==> src/hdl/decode_pkg.sv <==
package decode_pkg;

    localparam int xlen       = 32;
    localparam int reg_addr_w = 5;

    localparam logic [reg_addr_w-1:0] link_reg = 5'd31;

    // primary opcodes
    localparam logic [5:0] op_special = 6'h00;
    localparam logic [5:0] op_regimm  = 6'h01;
    localparam logic [5:0] op_j       = 6'h02;
    localparam logic [5:0] op_jal     = 6'h03;
    localparam logic [5:0] op_beq     = 6'h04;
    localparam logic [5:0] op_bne     = 6'h05;
    localparam logic [5:0] op_blez    = 6'h06;
    localparam logic [5:0] op_bgtz    = 6'h07;
    localparam logic [5:0] op_addiu   = 6'h09;
    localparam logic [5:0] op_slti    = 6'h0a;
    localparam logic [5:0] op_sltiu   = 6'h0b;
    localparam logic [5:0] op_andi    = 6'h0c;
    localparam logic [5:0] op_ori     = 6'h0d;
    localparam logic [5:0] op_xori    = 6'h0e;
    localparam logic [5:0] op_lui     = 6'h0f;
    localparam logic [5:0] op_lw      = 6'h23;
    localparam logic [5:0] op_sw      = 6'h2b;

    // function field of special
    localparam logic [5:0] fn_sll     = 6'h00;
    localparam logic [5:0] fn_srl     = 6'h02;
    localparam logic [5:0] fn_sra     = 6'h03;
    localparam logic [5:0] fn_jr      = 6'h08;
    localparam logic [5:0] fn_jalr    = 6'h09;
    localparam logic [5:0] fn_syscall = 6'h0c;
    localparam logic [5:0] fn_break   = 6'h0d;
    localparam logic [5:0] fn_addu    = 6'h21;
    localparam logic [5:0] fn_subu    = 6'h23;
    localparam logic [5:0] fn_and     = 6'h24;
    localparam logic [5:0] fn_or      = 6'h25;
    localparam logic [5:0] fn_xor     = 6'h26;
    localparam logic [5:0] fn_nor     = 6'h27;
    localparam logic [5:0] fn_slt     = 6'h2a;
    localparam logic [5:0] fn_sltu    = 6'h2b;

    localparam logic [4:0] rt_bltz = 5'h00;
    localparam logic [4:0] rt_bgez = 5'h01;

    localparam logic [4:0] exc_adel = 5'd4;
    localparam logic [4:0] exc_sys  = 5'd8;
    localparam logic [4:0] exc_bp   = 5'd9;
    localparam logic [4:0] exc_ri   = 5'd10;

    typedef enum logic [3:0] {
        alu_add, alu_sub, alu_slt, alu_sltu, alu_and, alu_nor,
        alu_or, alu_xor, alu_sll, alu_srl, alu_sra, alu_lui
    } alu_op_e;

    typedef enum logic [1:0] {
        src2_reg, src2_simm, src2_uimm, src2_const8
    } src2_sel_e;

    typedef enum logic [3:0] {
        br_none, br_beq, br_bne, br_bgez, br_bltz, br_bgtz, br_blez, br_jimm, br_jreg
    } br_kind_e;

    typedef struct packed {
        logic [xlen-1:0] pc;
        logic [xlen-1:0] inst;
        logic            adel;
    } fetch_pkt_t;

    typedef struct packed {
        logic                  we;
        logic [reg_addr_w-1:0] addr;
        logic [xlen-1:0]       data;
    } wb_write_t;

    typedef struct packed {
        logic            rs_sel;
        logic            rt_sel;
        logic [xlen-1:0] data;
    } fwd_t;

    typedef struct packed {
        logic            taken;
        logic [xlen-1:0] target;
    } branch_t;

    typedef struct packed {
        alu_op_e               alu_op;
        logic                  src1_is_sa;
        logic                  src1_is_pc;
        src2_sel_e             src2_sel;
        logic                  gr_we;
        logic                  mem_read;
        logic                  mem_write;
        logic [reg_addr_w-1:0] dest;
        logic [15:0]           imm;
        br_kind_e              br_kind;
        logic                  exc;
        logic [4:0]            exc_code;
    } dec_ctrl_t;

    typedef struct packed {
        dec_ctrl_t       ctrl;
        logic [xlen-1:0] rs_value;
        logic [xlen-1:0] rt_value;
        logic [xlen-1:0] pc;
    } ex_pkt_t;

endpackage

==> src/hdl/decode_pipe_reg.sv <==
`timescale 1ns/1ps

module decode_pipe_reg (
    input  logic                   clk,
    input  logic                   reset,
    input  logic                   flush,
    input  logic                   in_valid,
    output logic                   in_ready,
    input  decode_pkg::fetch_pkt_t in_pkt,
    output logic                   out_valid,
    input  logic                   out_ready,
    output decode_pkg::fetch_pkt_t out_pkt
);

    logic                   valid_q;
    decode_pkg::fetch_pkt_t pkt_q;

    // accept when empty or when the held packet leaves this cycle
    assign in_ready = ~valid_q | out_ready;

    always_ff @(posedge clk) begin
        if (reset || flush) begin
            valid_q <= 1'b0;
        end else if (in_ready) begin
            valid_q <= in_valid;
        end
    end

    always_ff @(posedge clk) begin
        if (in_valid && in_ready) begin
            pkt_q <= in_pkt;
        end
    end

    assign out_valid = valid_q;
    assign out_pkt   = pkt_q;

endmodule

==> src/hdl/inst_decoder.sv <==
`timescale 1ns/1ps

module inst_decoder (
    input  decode_pkg::fetch_pkt_t pkt,
    output decode_pkg::dec_ctrl_t  ctrl
);

    logic [5:0]  op;
    logic [4:0]  rs;
    logic [4:0]  rt;
    logic [4:0]  rd;
    logic [4:0]  sa;
    logic [5:0]  func;
    logic [15:0] imm;

    logic special;
    logic r_type;
    logic inst_addu, inst_subu, inst_slt, inst_sltu;
    logic inst_and, inst_or, inst_xor, inst_nor;
    logic inst_sll, inst_srl, inst_sra;
    logic inst_addiu, inst_slti, inst_sltiu, inst_andi, inst_ori, inst_xori, inst_lui;
    logic inst_lw, inst_sw;
    logic inst_beq, inst_bne, inst_bgez, inst_bltz, inst_bgtz, inst_blez;
    logic inst_j, inst_jal, inst_jr, inst_jalr;
    logic inst_syscall, inst_break, inst_nop;
    logic is_cond_branch;
    logic dst_is_rt;
    logic reserved;

    assign op   = pkt.inst[31:26];
    assign rs   = pkt.inst[25:21];
    assign rt   = pkt.inst[20:16];
    assign rd   = pkt.inst[15:11];
    assign sa   = pkt.inst[10:6];
    assign func = pkt.inst[5:0];
    assign imm  = pkt.inst[15:0];

    assign special = (op == decode_pkg::op_special);
    // three-register ops need a zero shift field
    assign r_type  = special && (sa == 5'd0);

    assign inst_addu  = r_type && (func == decode_pkg::fn_addu);
    assign inst_subu  = r_type && (func == decode_pkg::fn_subu);
    assign inst_slt   = r_type && (func == decode_pkg::fn_slt);
    assign inst_sltu  = r_type && (func == decode_pkg::fn_sltu);
    assign inst_and   = r_type && (func == decode_pkg::fn_and);
    assign inst_or    = r_type && (func == decode_pkg::fn_or);
    assign inst_xor   = r_type && (func == decode_pkg::fn_xor);
    assign inst_nor   = r_type && (func == decode_pkg::fn_nor);
    assign inst_sll   = special && (rs == 5'd0) && (func == decode_pkg::fn_sll);
    assign inst_srl   = special && (rs == 5'd0) && (func == decode_pkg::fn_srl);
    assign inst_sra   = special && (rs == 5'd0) && (func == decode_pkg::fn_sra);
    assign inst_jr    = r_type && (rt == 5'd0) && (rd == 5'd0) && (func == decode_pkg::fn_jr);
    assign inst_jalr  = r_type && (rt == 5'd0) && (func == decode_pkg::fn_jalr);
    assign inst_syscall = special && (func == decode_pkg::fn_syscall);
    assign inst_break   = special && (func == decode_pkg::fn_break);
    assign inst_nop     = (pkt.inst == 32'h0);

    assign inst_addiu = (op == decode_pkg::op_addiu);
    assign inst_slti  = (op == decode_pkg::op_slti);
    assign inst_sltiu = (op == decode_pkg::op_sltiu);
    assign inst_andi  = (op == decode_pkg::op_andi);
    assign inst_ori   = (op == decode_pkg::op_ori);
    assign inst_xori  = (op == decode_pkg::op_xori);
    assign inst_lui   = (op == decode_pkg::op_lui) && (rs == 5'd0);
    assign inst_lw    = (op == decode_pkg::op_lw);
    assign inst_sw    = (op == decode_pkg::op_sw);
    assign inst_beq   = (op == decode_pkg::op_beq);
    assign inst_bne   = (op == decode_pkg::op_bne);
    assign inst_bgez  = (op == decode_pkg::op_regimm) && (rt == decode_pkg::rt_bgez);
    assign inst_bltz  = (op == decode_pkg::op_regimm) && (rt == decode_pkg::rt_bltz);
    assign inst_bgtz  = (op == decode_pkg::op_bgtz) && (rt == 5'd0);
    assign inst_blez  = (op == decode_pkg::op_blez) && (rt == 5'd0);
    assign inst_j     = (op == decode_pkg::op_j);
    assign inst_jal   = (op == decode_pkg::op_jal);

    assign is_cond_branch = inst_beq | inst_bne | inst_bgez | inst_bltz | inst_bgtz | inst_blez;
    assign dst_is_rt = inst_addiu | inst_slti | inst_sltiu | inst_andi | inst_ori | inst_xori
                     | inst_lui | inst_lw;

    assign reserved = ~(inst_addu | inst_subu | inst_slt | inst_sltu | inst_and | inst_or
                      | inst_xor | inst_nor | inst_sll | inst_srl | inst_sra | dst_is_rt
                      | inst_sw | is_cond_branch | inst_j | inst_jal | inst_jr | inst_jalr
                      | inst_syscall | inst_break | inst_nop);

    always_comb begin
        ctrl.alu_op = decode_pkg::alu_add;
        if (inst_subu) ctrl.alu_op = decode_pkg::alu_sub;
        if (inst_slt | inst_slti) ctrl.alu_op = decode_pkg::alu_slt;
        if (inst_sltu | inst_sltiu) ctrl.alu_op = decode_pkg::alu_sltu;
        if (inst_and | inst_andi) ctrl.alu_op = decode_pkg::alu_and;
        if (inst_nor) ctrl.alu_op = decode_pkg::alu_nor;
        if (inst_or | inst_ori) ctrl.alu_op = decode_pkg::alu_or;
        if (inst_xor | inst_xori) ctrl.alu_op = decode_pkg::alu_xor;
        if (inst_sll) ctrl.alu_op = decode_pkg::alu_sll;
        if (inst_srl) ctrl.alu_op = decode_pkg::alu_srl;
        if (inst_sra) ctrl.alu_op = decode_pkg::alu_sra;
        if (inst_lui) ctrl.alu_op = decode_pkg::alu_lui;

        ctrl.src1_is_sa = inst_sll | inst_srl | inst_sra;
        // link value is pc plus 8
        ctrl.src1_is_pc = inst_jal | inst_jalr;

        ctrl.src2_sel = decode_pkg::src2_reg;
        if (inst_addiu | inst_slti | inst_sltiu | inst_lui | inst_lw | inst_sw)
            ctrl.src2_sel = decode_pkg::src2_simm;
        if (inst_andi | inst_ori | inst_xori) ctrl.src2_sel = decode_pkg::src2_uimm;
        if (inst_jal | inst_jalr) ctrl.src2_sel = decode_pkg::src2_const8;

        ctrl.gr_we = ~(inst_sw | is_cond_branch | inst_j | inst_jr | inst_syscall
                     | inst_break | inst_nop | reserved);
        ctrl.mem_read  = inst_lw;
        ctrl.mem_write = inst_sw;

        if (inst_jal) ctrl.dest = decode_pkg::link_reg;
        else if (dst_is_rt) ctrl.dest = rt;
        else ctrl.dest = rd;

        ctrl.imm = imm;

        ctrl.br_kind = decode_pkg::br_none;
        if (inst_beq) ctrl.br_kind = decode_pkg::br_beq;
        if (inst_bne) ctrl.br_kind = decode_pkg::br_bne;
        if (inst_bgez) ctrl.br_kind = decode_pkg::br_bgez;
        if (inst_bltz) ctrl.br_kind = decode_pkg::br_bltz;
        if (inst_bgtz) ctrl.br_kind = decode_pkg::br_bgtz;
        if (inst_blez) ctrl.br_kind = decode_pkg::br_blez;
        if (inst_j | inst_jal) ctrl.br_kind = decode_pkg::br_jimm;
        if (inst_jr | inst_jalr) ctrl.br_kind = decode_pkg::br_jreg;

        // fetch fault outranks anything found in the word
        ctrl.exc      = 1'b1;
        ctrl.exc_code = 5'd0;
        if (pkt.adel) ctrl.exc_code = decode_pkg::exc_adel;
        else if (inst_break) ctrl.exc_code = decode_pkg::exc_bp;
        else if (inst_syscall) ctrl.exc_code = decode_pkg::exc_sys;
        else if (reserved) ctrl.exc_code = decode_pkg::exc_ri;
        else ctrl.exc = 1'b0;
    end

endmodule

==> src/hdl/operand_fetch.sv <==
`timescale 1ns/1ps

module operand_fetch (
    input  logic                                clk,
    input  logic [decode_pkg::reg_addr_w-1:0]   rs_addr,
    input  logic [decode_pkg::reg_addr_w-1:0]   rt_addr,
    input  decode_pkg::wb_write_t               wb,
    input  decode_pkg::fwd_t                    fwd,
    output logic [decode_pkg::xlen-1:0]         rs_value,
    output logic [decode_pkg::xlen-1:0]         rt_value
);

    logic [decode_pkg::xlen-1:0] regs [2**decode_pkg::reg_addr_w];
    logic [decode_pkg::xlen-1:0] rs_rdata;
    logic [decode_pkg::xlen-1:0] rt_rdata;

    always_ff @(posedge clk) begin
        if (wb.we) begin
            regs[wb.addr] <= wb.data;
        end
    end

    // r0 is hardwired to zero whatever was written
    assign rs_rdata = (rs_addr == '0) ? '0 : regs[rs_addr];
    assign rt_rdata = (rt_addr == '0) ? '0 : regs[rt_addr];

    // same-cycle write-back and later results come in on fwd
    assign rs_value = fwd.rs_sel ? fwd.data : rs_rdata;
    assign rt_value = fwd.rt_sel ? fwd.data : rt_rdata;

endmodule

==> src/hdl/branch_unit.sv <==
`timescale 1ns/1ps

module branch_unit (
    input  logic                        valid,
    input  decode_pkg::br_kind_e        kind,
    input  logic [decode_pkg::xlen-1:0] pc,
    input  logic [15:0]                 imm,
    input  logic [25:0]                 jidx,
    input  logic [decode_pkg::xlen-1:0] rs_value,
    input  logic [decode_pkg::xlen-1:0] rt_value,
    output decode_pkg::branch_t         br
);

    logic [decode_pkg::xlen-1:0] pc_plus4;
    logic [decode_pkg::xlen-1:0] rel_target;
    logic rs_eq_rt;
    logic rs_eq_0;
    logic rs_lt_0;
    logic rs_gt_0;
    logic cond;

    assign pc_plus4   = pc + 32'd4;
    assign rel_target = pc_plus4 + {{14{imm[15]}}, imm, 2'b00};

    assign rs_eq_rt = (rs_value == rt_value);
    assign rs_eq_0  = (rs_value == '0);
    assign rs_lt_0  = rs_value[decode_pkg::xlen-1];
    assign rs_gt_0  = ~rs_lt_0 & ~rs_eq_0;

    always_comb begin
        cond      = 1'b0;
        br.target = rel_target;
        case (kind)
            decode_pkg::br_beq:  cond = rs_eq_rt;
            decode_pkg::br_bne:  cond = ~rs_eq_rt;
            decode_pkg::br_bgez: cond = ~rs_lt_0;
            decode_pkg::br_bltz: cond = rs_lt_0;
            decode_pkg::br_bgtz: cond = rs_gt_0;
            decode_pkg::br_blez: cond = rs_lt_0 | rs_eq_0;
            decode_pkg::br_jimm: begin
                cond      = 1'b1;
                br.target = {pc_plus4[31:28], jidx, 2'b00};
            end
            decode_pkg::br_jreg: begin
                cond      = 1'b1;
                br.target = rs_value;
            end
            default: cond = 1'b0;
        endcase
        br.taken = cond & valid;
    end

endmodule

==> src/hdl/id_stage.sv <==
`timescale 1ns/1ps

module id_stage (
    input  logic                   clk,
    input  logic                   reset,
    input  logic                   flush,
    input  logic                   fs_valid,
    output logic                   fs_ready,
    input  decode_pkg::fetch_pkt_t fs_pkt,
    output logic                   es_valid,
    input  logic                   es_ready,
    output decode_pkg::ex_pkt_t    es_pkt,
    input  decode_pkg::wb_write_t  wb,
    input  decode_pkg::fwd_t       fwd,
    output decode_pkg::branch_t    br
);

    decode_pkg::fetch_pkt_t      ds_pkt;
    decode_pkg::dec_ctrl_t       ctrl;
    logic [decode_pkg::xlen-1:0] rs_value;
    logic [decode_pkg::xlen-1:0] rt_value;

    decode_pipe_reg u_pipe_reg (
        .clk       (clk),
        .reset     (reset),
        .flush     (flush),
        .in_valid  (fs_valid),
        .in_ready  (fs_ready),
        .in_pkt    (fs_pkt),
        .out_valid (es_valid),
        .out_ready (es_ready),
        .out_pkt   (ds_pkt)
    );

    inst_decoder u_decoder (
        .pkt  (ds_pkt),
        .ctrl (ctrl)
    );

    operand_fetch u_operands (
        .clk      (clk),
        .rs_addr  (ds_pkt.inst[25:21]),
        .rt_addr  (ds_pkt.inst[20:16]),
        .wb       (wb),
        .fwd      (fwd),
        .rs_value (rs_value),
        .rt_value (rt_value)
    );

    branch_unit u_branch (
        .valid    (es_valid),
        .kind     (ctrl.br_kind),
        .pc       (ds_pkt.pc),
        .imm      (ctrl.imm),
        .jidx     (ds_pkt.inst[25:0]),
        .rs_value (rs_value),
        .rt_value (rt_value),
        .br       (br)
    );

    assign es_pkt = '{ctrl: ctrl, rs_value: rs_value, rt_value: rt_value, pc: ds_pkt.pc};

endmodule

==> config.mk <==
export PLATFORM = sky130hd
export DESIGN_NAME = id_stage
export DESIGN_NICKNAME = d
export VERILOG_FILES = /design/src/hdl/decode_pkg.sv /design/src/hdl/decode_pipe_reg.sv /design/src/hdl/inst_decoder.sv /design/src/hdl/operand_fetch.sv /design/src/hdl/branch_unit.sv /design/src/hdl/id_stage.sv
export SDC_FILE = /design/constraint.sdc
export NUM_CORES = 1
export LEC_CHECK = 0
export BUFFER_PORTS_ARGS = -buffer_cell sky130_fd_sc_hd__buf_2
export CAP_MARGIN = 20
export CORE_MARGIN = 2
export CORE_UTILIZATION = 35
export CTS_CLUSTER_SIZE = 25
export DETAILED_ROUTE_END_ITERATION = 8
export HOLD_SLACK_MARGIN = 0.12
export SLEW_MARGIN = 20
export SYNTH_ARGS = -nofsm -noshare
export SYNTH_HDL_FRONTEND = slang
export SYNTH_SLANG_ARGS = --single-unit
==> constraint.sdc <==
create_clock -name clk -period 10.73 [get_ports clk]
set_input_delay 1.6095 -clock clk [delete_from_list [all_inputs] [get_ports clk]]
set_output_delay 1.6095 -clock clk [all_outputs]
set_load 0.1 [all_outputs]
* After elaboration in Yosys (flattened, before gate mapping)
Memory sizes are Yosys's and may differ from the RTL's. A register that Yosys moved wholly into a read port is not among the register bits. Index checks and enable logic that the tools add are counted.
Word-level totals: memory bits (read-only) 0, output and inout bits 173, register bits after elaboration 66, bits in writable memories 1024, input port bits 142, memories 1, latch bits 0
Operators by class: eq/ne operators 40, bitwise operators 64, add/subtract/negate cells 2, divide/modulo/power cells 0, multiplexer cells 42, reduce and logical (&&, ||, !) cells 35, order comparisons 0, $mul 0, shift operators 0
Memory list:
- u_operands.regs | depth 32, bits a word 32, rd ports 2, clocked after Yosys merged registers in 2, wr ports 1, line operand_fetch.sv:13 | logic [decode_pkg::xlen-1:0] regs [2**decode_pkg::reg_addr_w];
Operators by type and width (count):
- 32-bit two-way mux | 4
- 6-bit by 4-bit == test with 1-bit output (second input constant) | 11
- 32-bit logical NOT | 2
- 32-bit one-hot mux with 2 select lines | 1
- 6-bit == test (second input constant) | 10
- 1-bit OR | 56
- 5-bit two-way mux | 7
- 32-bit by 3-bit adder with 32-bit output (second input constant) | 1
- 32-bit adder | 1
- 32-bit == test | 1
- 1-bit logical AND | 25
- 6-bit by 2-bit == test with 1-bit output (second input constant) | 4
- 6-bit by 3-bit == test with 1-bit output (second input constant) | 4
- 3-bit two-way mux | 8
- 4-bit two-way mux | 6
- 5-bit logical NOT | 4
- 4-bit by 3-bit == test with 1-bit output (second input constant) | 4
- 6-bit logical NOT | 2
- 2-bit two-way mux | 6
- 1-bit two-way mux | 9
- 4-bit by 2-bit == test with 1-bit output (second input constant) | 2
- 1-bit one-hot mux with 7 select lines | 1
- 6-bit by 1-bit == test with 1-bit output (second input constant) | 1
- 1-bit inverter | 6
- 6 further kinds | 7

* Depth between registers and ports, before layout
word-level depth 27, gate-level depth with buffers 20, gate-level depth less buffers 19

* By module
Synthesis repeated with hierarchy kept, for this count alone.
Unflattened totals: cell total of the unflattened synthesis 3094, area, all modules 54040.6 sq um
By module, submodules not included:
- operand_fetch | cells an instance 2413, area an instance 47921.0 sq um, sequential area each 30749.5 sq um, instances 1
- branch_unit | cells an instance 458, area an instance 3110.5 sq um, sequential area each 0.0 sq um, instances 1
- decode_pipe_reg | cells an instance 70, area an instance 2009.4 sq um, sequential area each 1971.9 sq um, instances 1
- inst_decoder | cells an instance 153, area an instance 999.7 sq um, sequential area each 0.0 sq um, instances 1

* Worst setup path before layout
Ideal clock, no wire load.
kind register -> output, start register u_pipe_reg.pkt_q (netlist bit u_pipe_reg.out_pkt[35]), end output br[31] (netlist bit), path buffers 1, setup slack 2.194 ns, stages on the path, launching flop included 20, arrival 6.927 ns, cell sequence edfxtp_1 ha_1 nand3_1 nor2_1 and3_1 and2_1 nand2_1 xnor2_1 ha_1 clkbuf_1 a21o_1 a21o_1 a21oi_1 o21ai_0 a2111oi_0 o21ai_0 a31oi_1 a21oi_1 xnor2_1 o311ai_0
RTL lines:
- start: declaration | line decode_pipe_reg.sv:16 | decode_pkg::fetch_pkt_t pkt_q;
- start signal: assignment | line decode_pipe_reg.sv:31 | pkt_q <= in_pkt;
- end: declaration | line id_stage.sv:15 | output decode_pkg::branch_t br

==> results.yml <==
final_layout:
  nFillCells: 13500
  final_cell_mix: "1089 x edfxtp_1, 507 x mux4_2, 314 x buf_2, 119 x clkbuf_16, 101 x nand2_1"
  layout-drive-gt1-share_pct: 35.0
  finalNetCount: 3427
  multi_input_area_sq_um: 19400
  syn_to_final_growth_pct: 14.1
  final_common_cell: "edfxtp_1"
  seqCellArea_sq_um: 32900
  final_util_pct: 40.2
sta:
  max_freq_mhz: 115
  post-route-period-util_pct: 80.9
  final.setup.tns_ns: 0
  finalHoldViolCount: 0
  fin_crit_ns: 8.68
  slew-limit-headroom_pct: 21.1
  slew_violations: 0
  clock_skew_ns: 0.0142
  setup_viol: 0
  worstMarginPinSlew_ns: 1.17
  grt_setup_unrepaired: "false"
power_and_ir_drop:
  ir_worst_vdd_uv: 139
  cellLeakagePower_nw: 20.0
  p_per_area_nw_per_um2: 178
place:
  port_buffers: 313
  gp_congestion: 0.892
  place_hpwl_um: 111000
clock_tree:
  clk_latency_ns: 0.75
  cts_inserted_buffers: 115
  cts_htree_levels: 3
  numClockSinks: 1100
  path_clk_slew_ns: 0.07
  cts_tree: "yes"
  cts-resized-gates: 0
  hold_buffers: 0
  clk_path_buf_depth: 3
  cts_root_buffer: "clkbuf_16"
  cts_setup_buffers: 0
route:
  wire_per_inst_um: 33.7
  firstDrtPassIters: 6
  antenna_left: 0
  totalWireLength_um: 182000
  vias_per_cell: 6.15
  vias: 33100
  drcViolationCount: 0
  drt_iter0_drc: 4445
worst_setup_path:
  worstSetupPathType: "flop to output pin"
  setup.worst_path.start_class: "flop"
  end_kind: "output pin"
  crit_required_ns: 9.12
  crit_arrival_ns: 7.08
  worstPathMaxFanout: 16
  reg2reg_depth: 5
die:
  core_area_sq_um: 152000
  start_util_pct: 35.3
  die_h_um: 396
  row_count: 143
  dieArea_sq_um: 157000
  die_w_um: 396
  io_pins: 315
synthesis:
  synthArstFlopShare_pct: 0
  synthTopCellsByArea: "edfxtp_1 61%, mux4_2 21%, mux2i_1 1.8%"
  synthesis.area_sq_um: 53700
  syn_inst: 2976
  yosysUniqueCellTypes: 72
  synth_fp_nets: 3149
  synth.largest_area_cell: "edfxtp_1"
  synth.top_cell.area_share_pct: 60.9
  ys_dominant_reg_cell: "edfxtp_1"
  synth-edff-count: 1089
  syn_area_per_cell_sq_um: 18.0
  yosysSeqAreaShare_pct: 61.3
  synth_warnings: 0
  synth-seq-cells: 1100
grt:
  grt_antenna_before_repair: 26
  grt_pass1_vias: 32500
  grt_pass1_wl_um: 251000
  grt-ovfl-total: 0
  grt_usage_pct: 22.7
  grt_max_degree: 89
job:
  cap_violations: 0
hold_path:
  hold_depth: 1
  hold_path_class: "flop to flop"
outcome:
  status: "complete, no violations"
==> report_power, final <==
| part | switching [mW] | total (mW) | internal [mW] |
|---|---|---|---|
| Clock | 1.72 | 3.99 | 2.27 |
| Combinational | 1.40 | 2.01 | 0.611 |
| Sequential | 0.0882 | 4.88 | 4.79 |
| Total | 3.22 | 10.9 | 7.67 |
==> sequential cells by signal (all words and copies together), names as in the netlist, named ones only <==
signal                flops
u_pipe_reg.out_pkt       65
u_operands.regs        1024
u_pipe_reg.out_valid      1
==> per-stage QoR <==
step	total power [mW]	hold slack (ns)	std cells	instance area (sq um)	setup WS, ns
detailed placement	6.98	0.524	5165	57500	2.06
CTS	11.0	0.532	5374	61200	1.99
floorplan	6.39	0.490	2976	53700	2.19
finish	10.9	0.529	5385	61300	2.05
global placement	6.98	0.516	5162	57500	2.11
global route	11.2	0.564	5378	61300	1.88
==> logic make-up after synthesis <==
group                    share of synthesized area, %
flip-flops                                       61.3
multiplexers                                     24.0
AO/OA/AOI/OAI                                    5.77
AND/OR/NAND/NOR                                  3.81
buffers and inverters                            3.09
XOR/XNOR                                         1.32
adder cells (fa/ha/maj)                         0.736
other                                         0.00698
==> cells in the mapped netlist, drive strengths merged (5+ instances only) <==
| cell type | number |
|---|---|
| edfxtp | 1089 |
| mux4 | 520 |
| buf | 160 |
| nor2 | 104 |
| nand2 | 101 |
| mux2i | 98 |
| clkbuf | 94 |
| a22oi | 61 |
| inv | 51 |
| xnor2 | 51 |
| a21oi | 49 |
| a221oi | 49 |
| a22o | 46 |
| o21ai | 46 |
| nand3 | 34 |
| o221ai | 34 |
| o22ai | 31 |
| ha | 30 |
| xor2 | 30 |
| nand2b | 24 |
| nor3 | 23 |
| and3 | 19 |
| nor2b | 19 |
| nor4 | 17 |
| a211oi | 16 |
| a221o | 15 |
| nand4 | 15 |
| and2 | 14 |
| mux2 | 12 |
| a21o | 11 |
| dfxtp | 11 |
| a31oi | 10 |
| nand3b | 10 |
| o21bai | 10 |
| o211ai | 8 |
| or3 | 6 |
| or4 | 6 |
| nor3b | 5 |
==> worst paths after layout <==
kind | from | endpoint | slack, ns
setup reg to reg | u_pipe_reg.out_valid | u_pipe_reg.out_pkt[10] | 8.58
hold reg to reg | u_pipe_reg.out_pkt[25] | flop | 0.53
hold / removal | u_pipe_reg.out_pkt[25] | flop | 0.53
setup / recovery | u_pipe_reg.out_pkt[22] | br[32] | 2.05
==> routing by layer <==
metal  up-vias  global-route usage, %  wire length [um]
met5         -                      0               109
met2      1956                   36.0             84800
met1     17600                   30.5             71000
met4        16                   8.37              7170
li1      13200                      -                 -
met3       310                   5.31             18500
==> worst max-delay path: stages (launching register included) <==
cell and delay (ns):
edfxtp_1 0.41, or4_1 0.83, o21ai_4 0.58, buf_4 0.42, a21oi_1 0.10, a211oi_2 0.65
xor2_1 0.35, nand4_1 0.19, nor4_1 1.01, nand4_1 0.40, xor2_1 0.24, or3_1 0.32
a31oi_1 0.32, buf_2 0.50
==> area by class of cell <==
| type | instances | area share [%] |
|---|---|---|
| clock inverters | 66 | 1.05 |
| flip-flops and latches | 1100 | 53.8 |
| inverters | 51 | 0.312 |
| repair buffers | 415 | 3.96 |
| well taps | 2030 | 4.14 |
| multi-input cells | 1571 | 31.7 |
| clock buffers | 143 | 5.01 |
| diodes | 9 | 0.0367 |
Note: power is estimated with default switching activity, not from simulation.
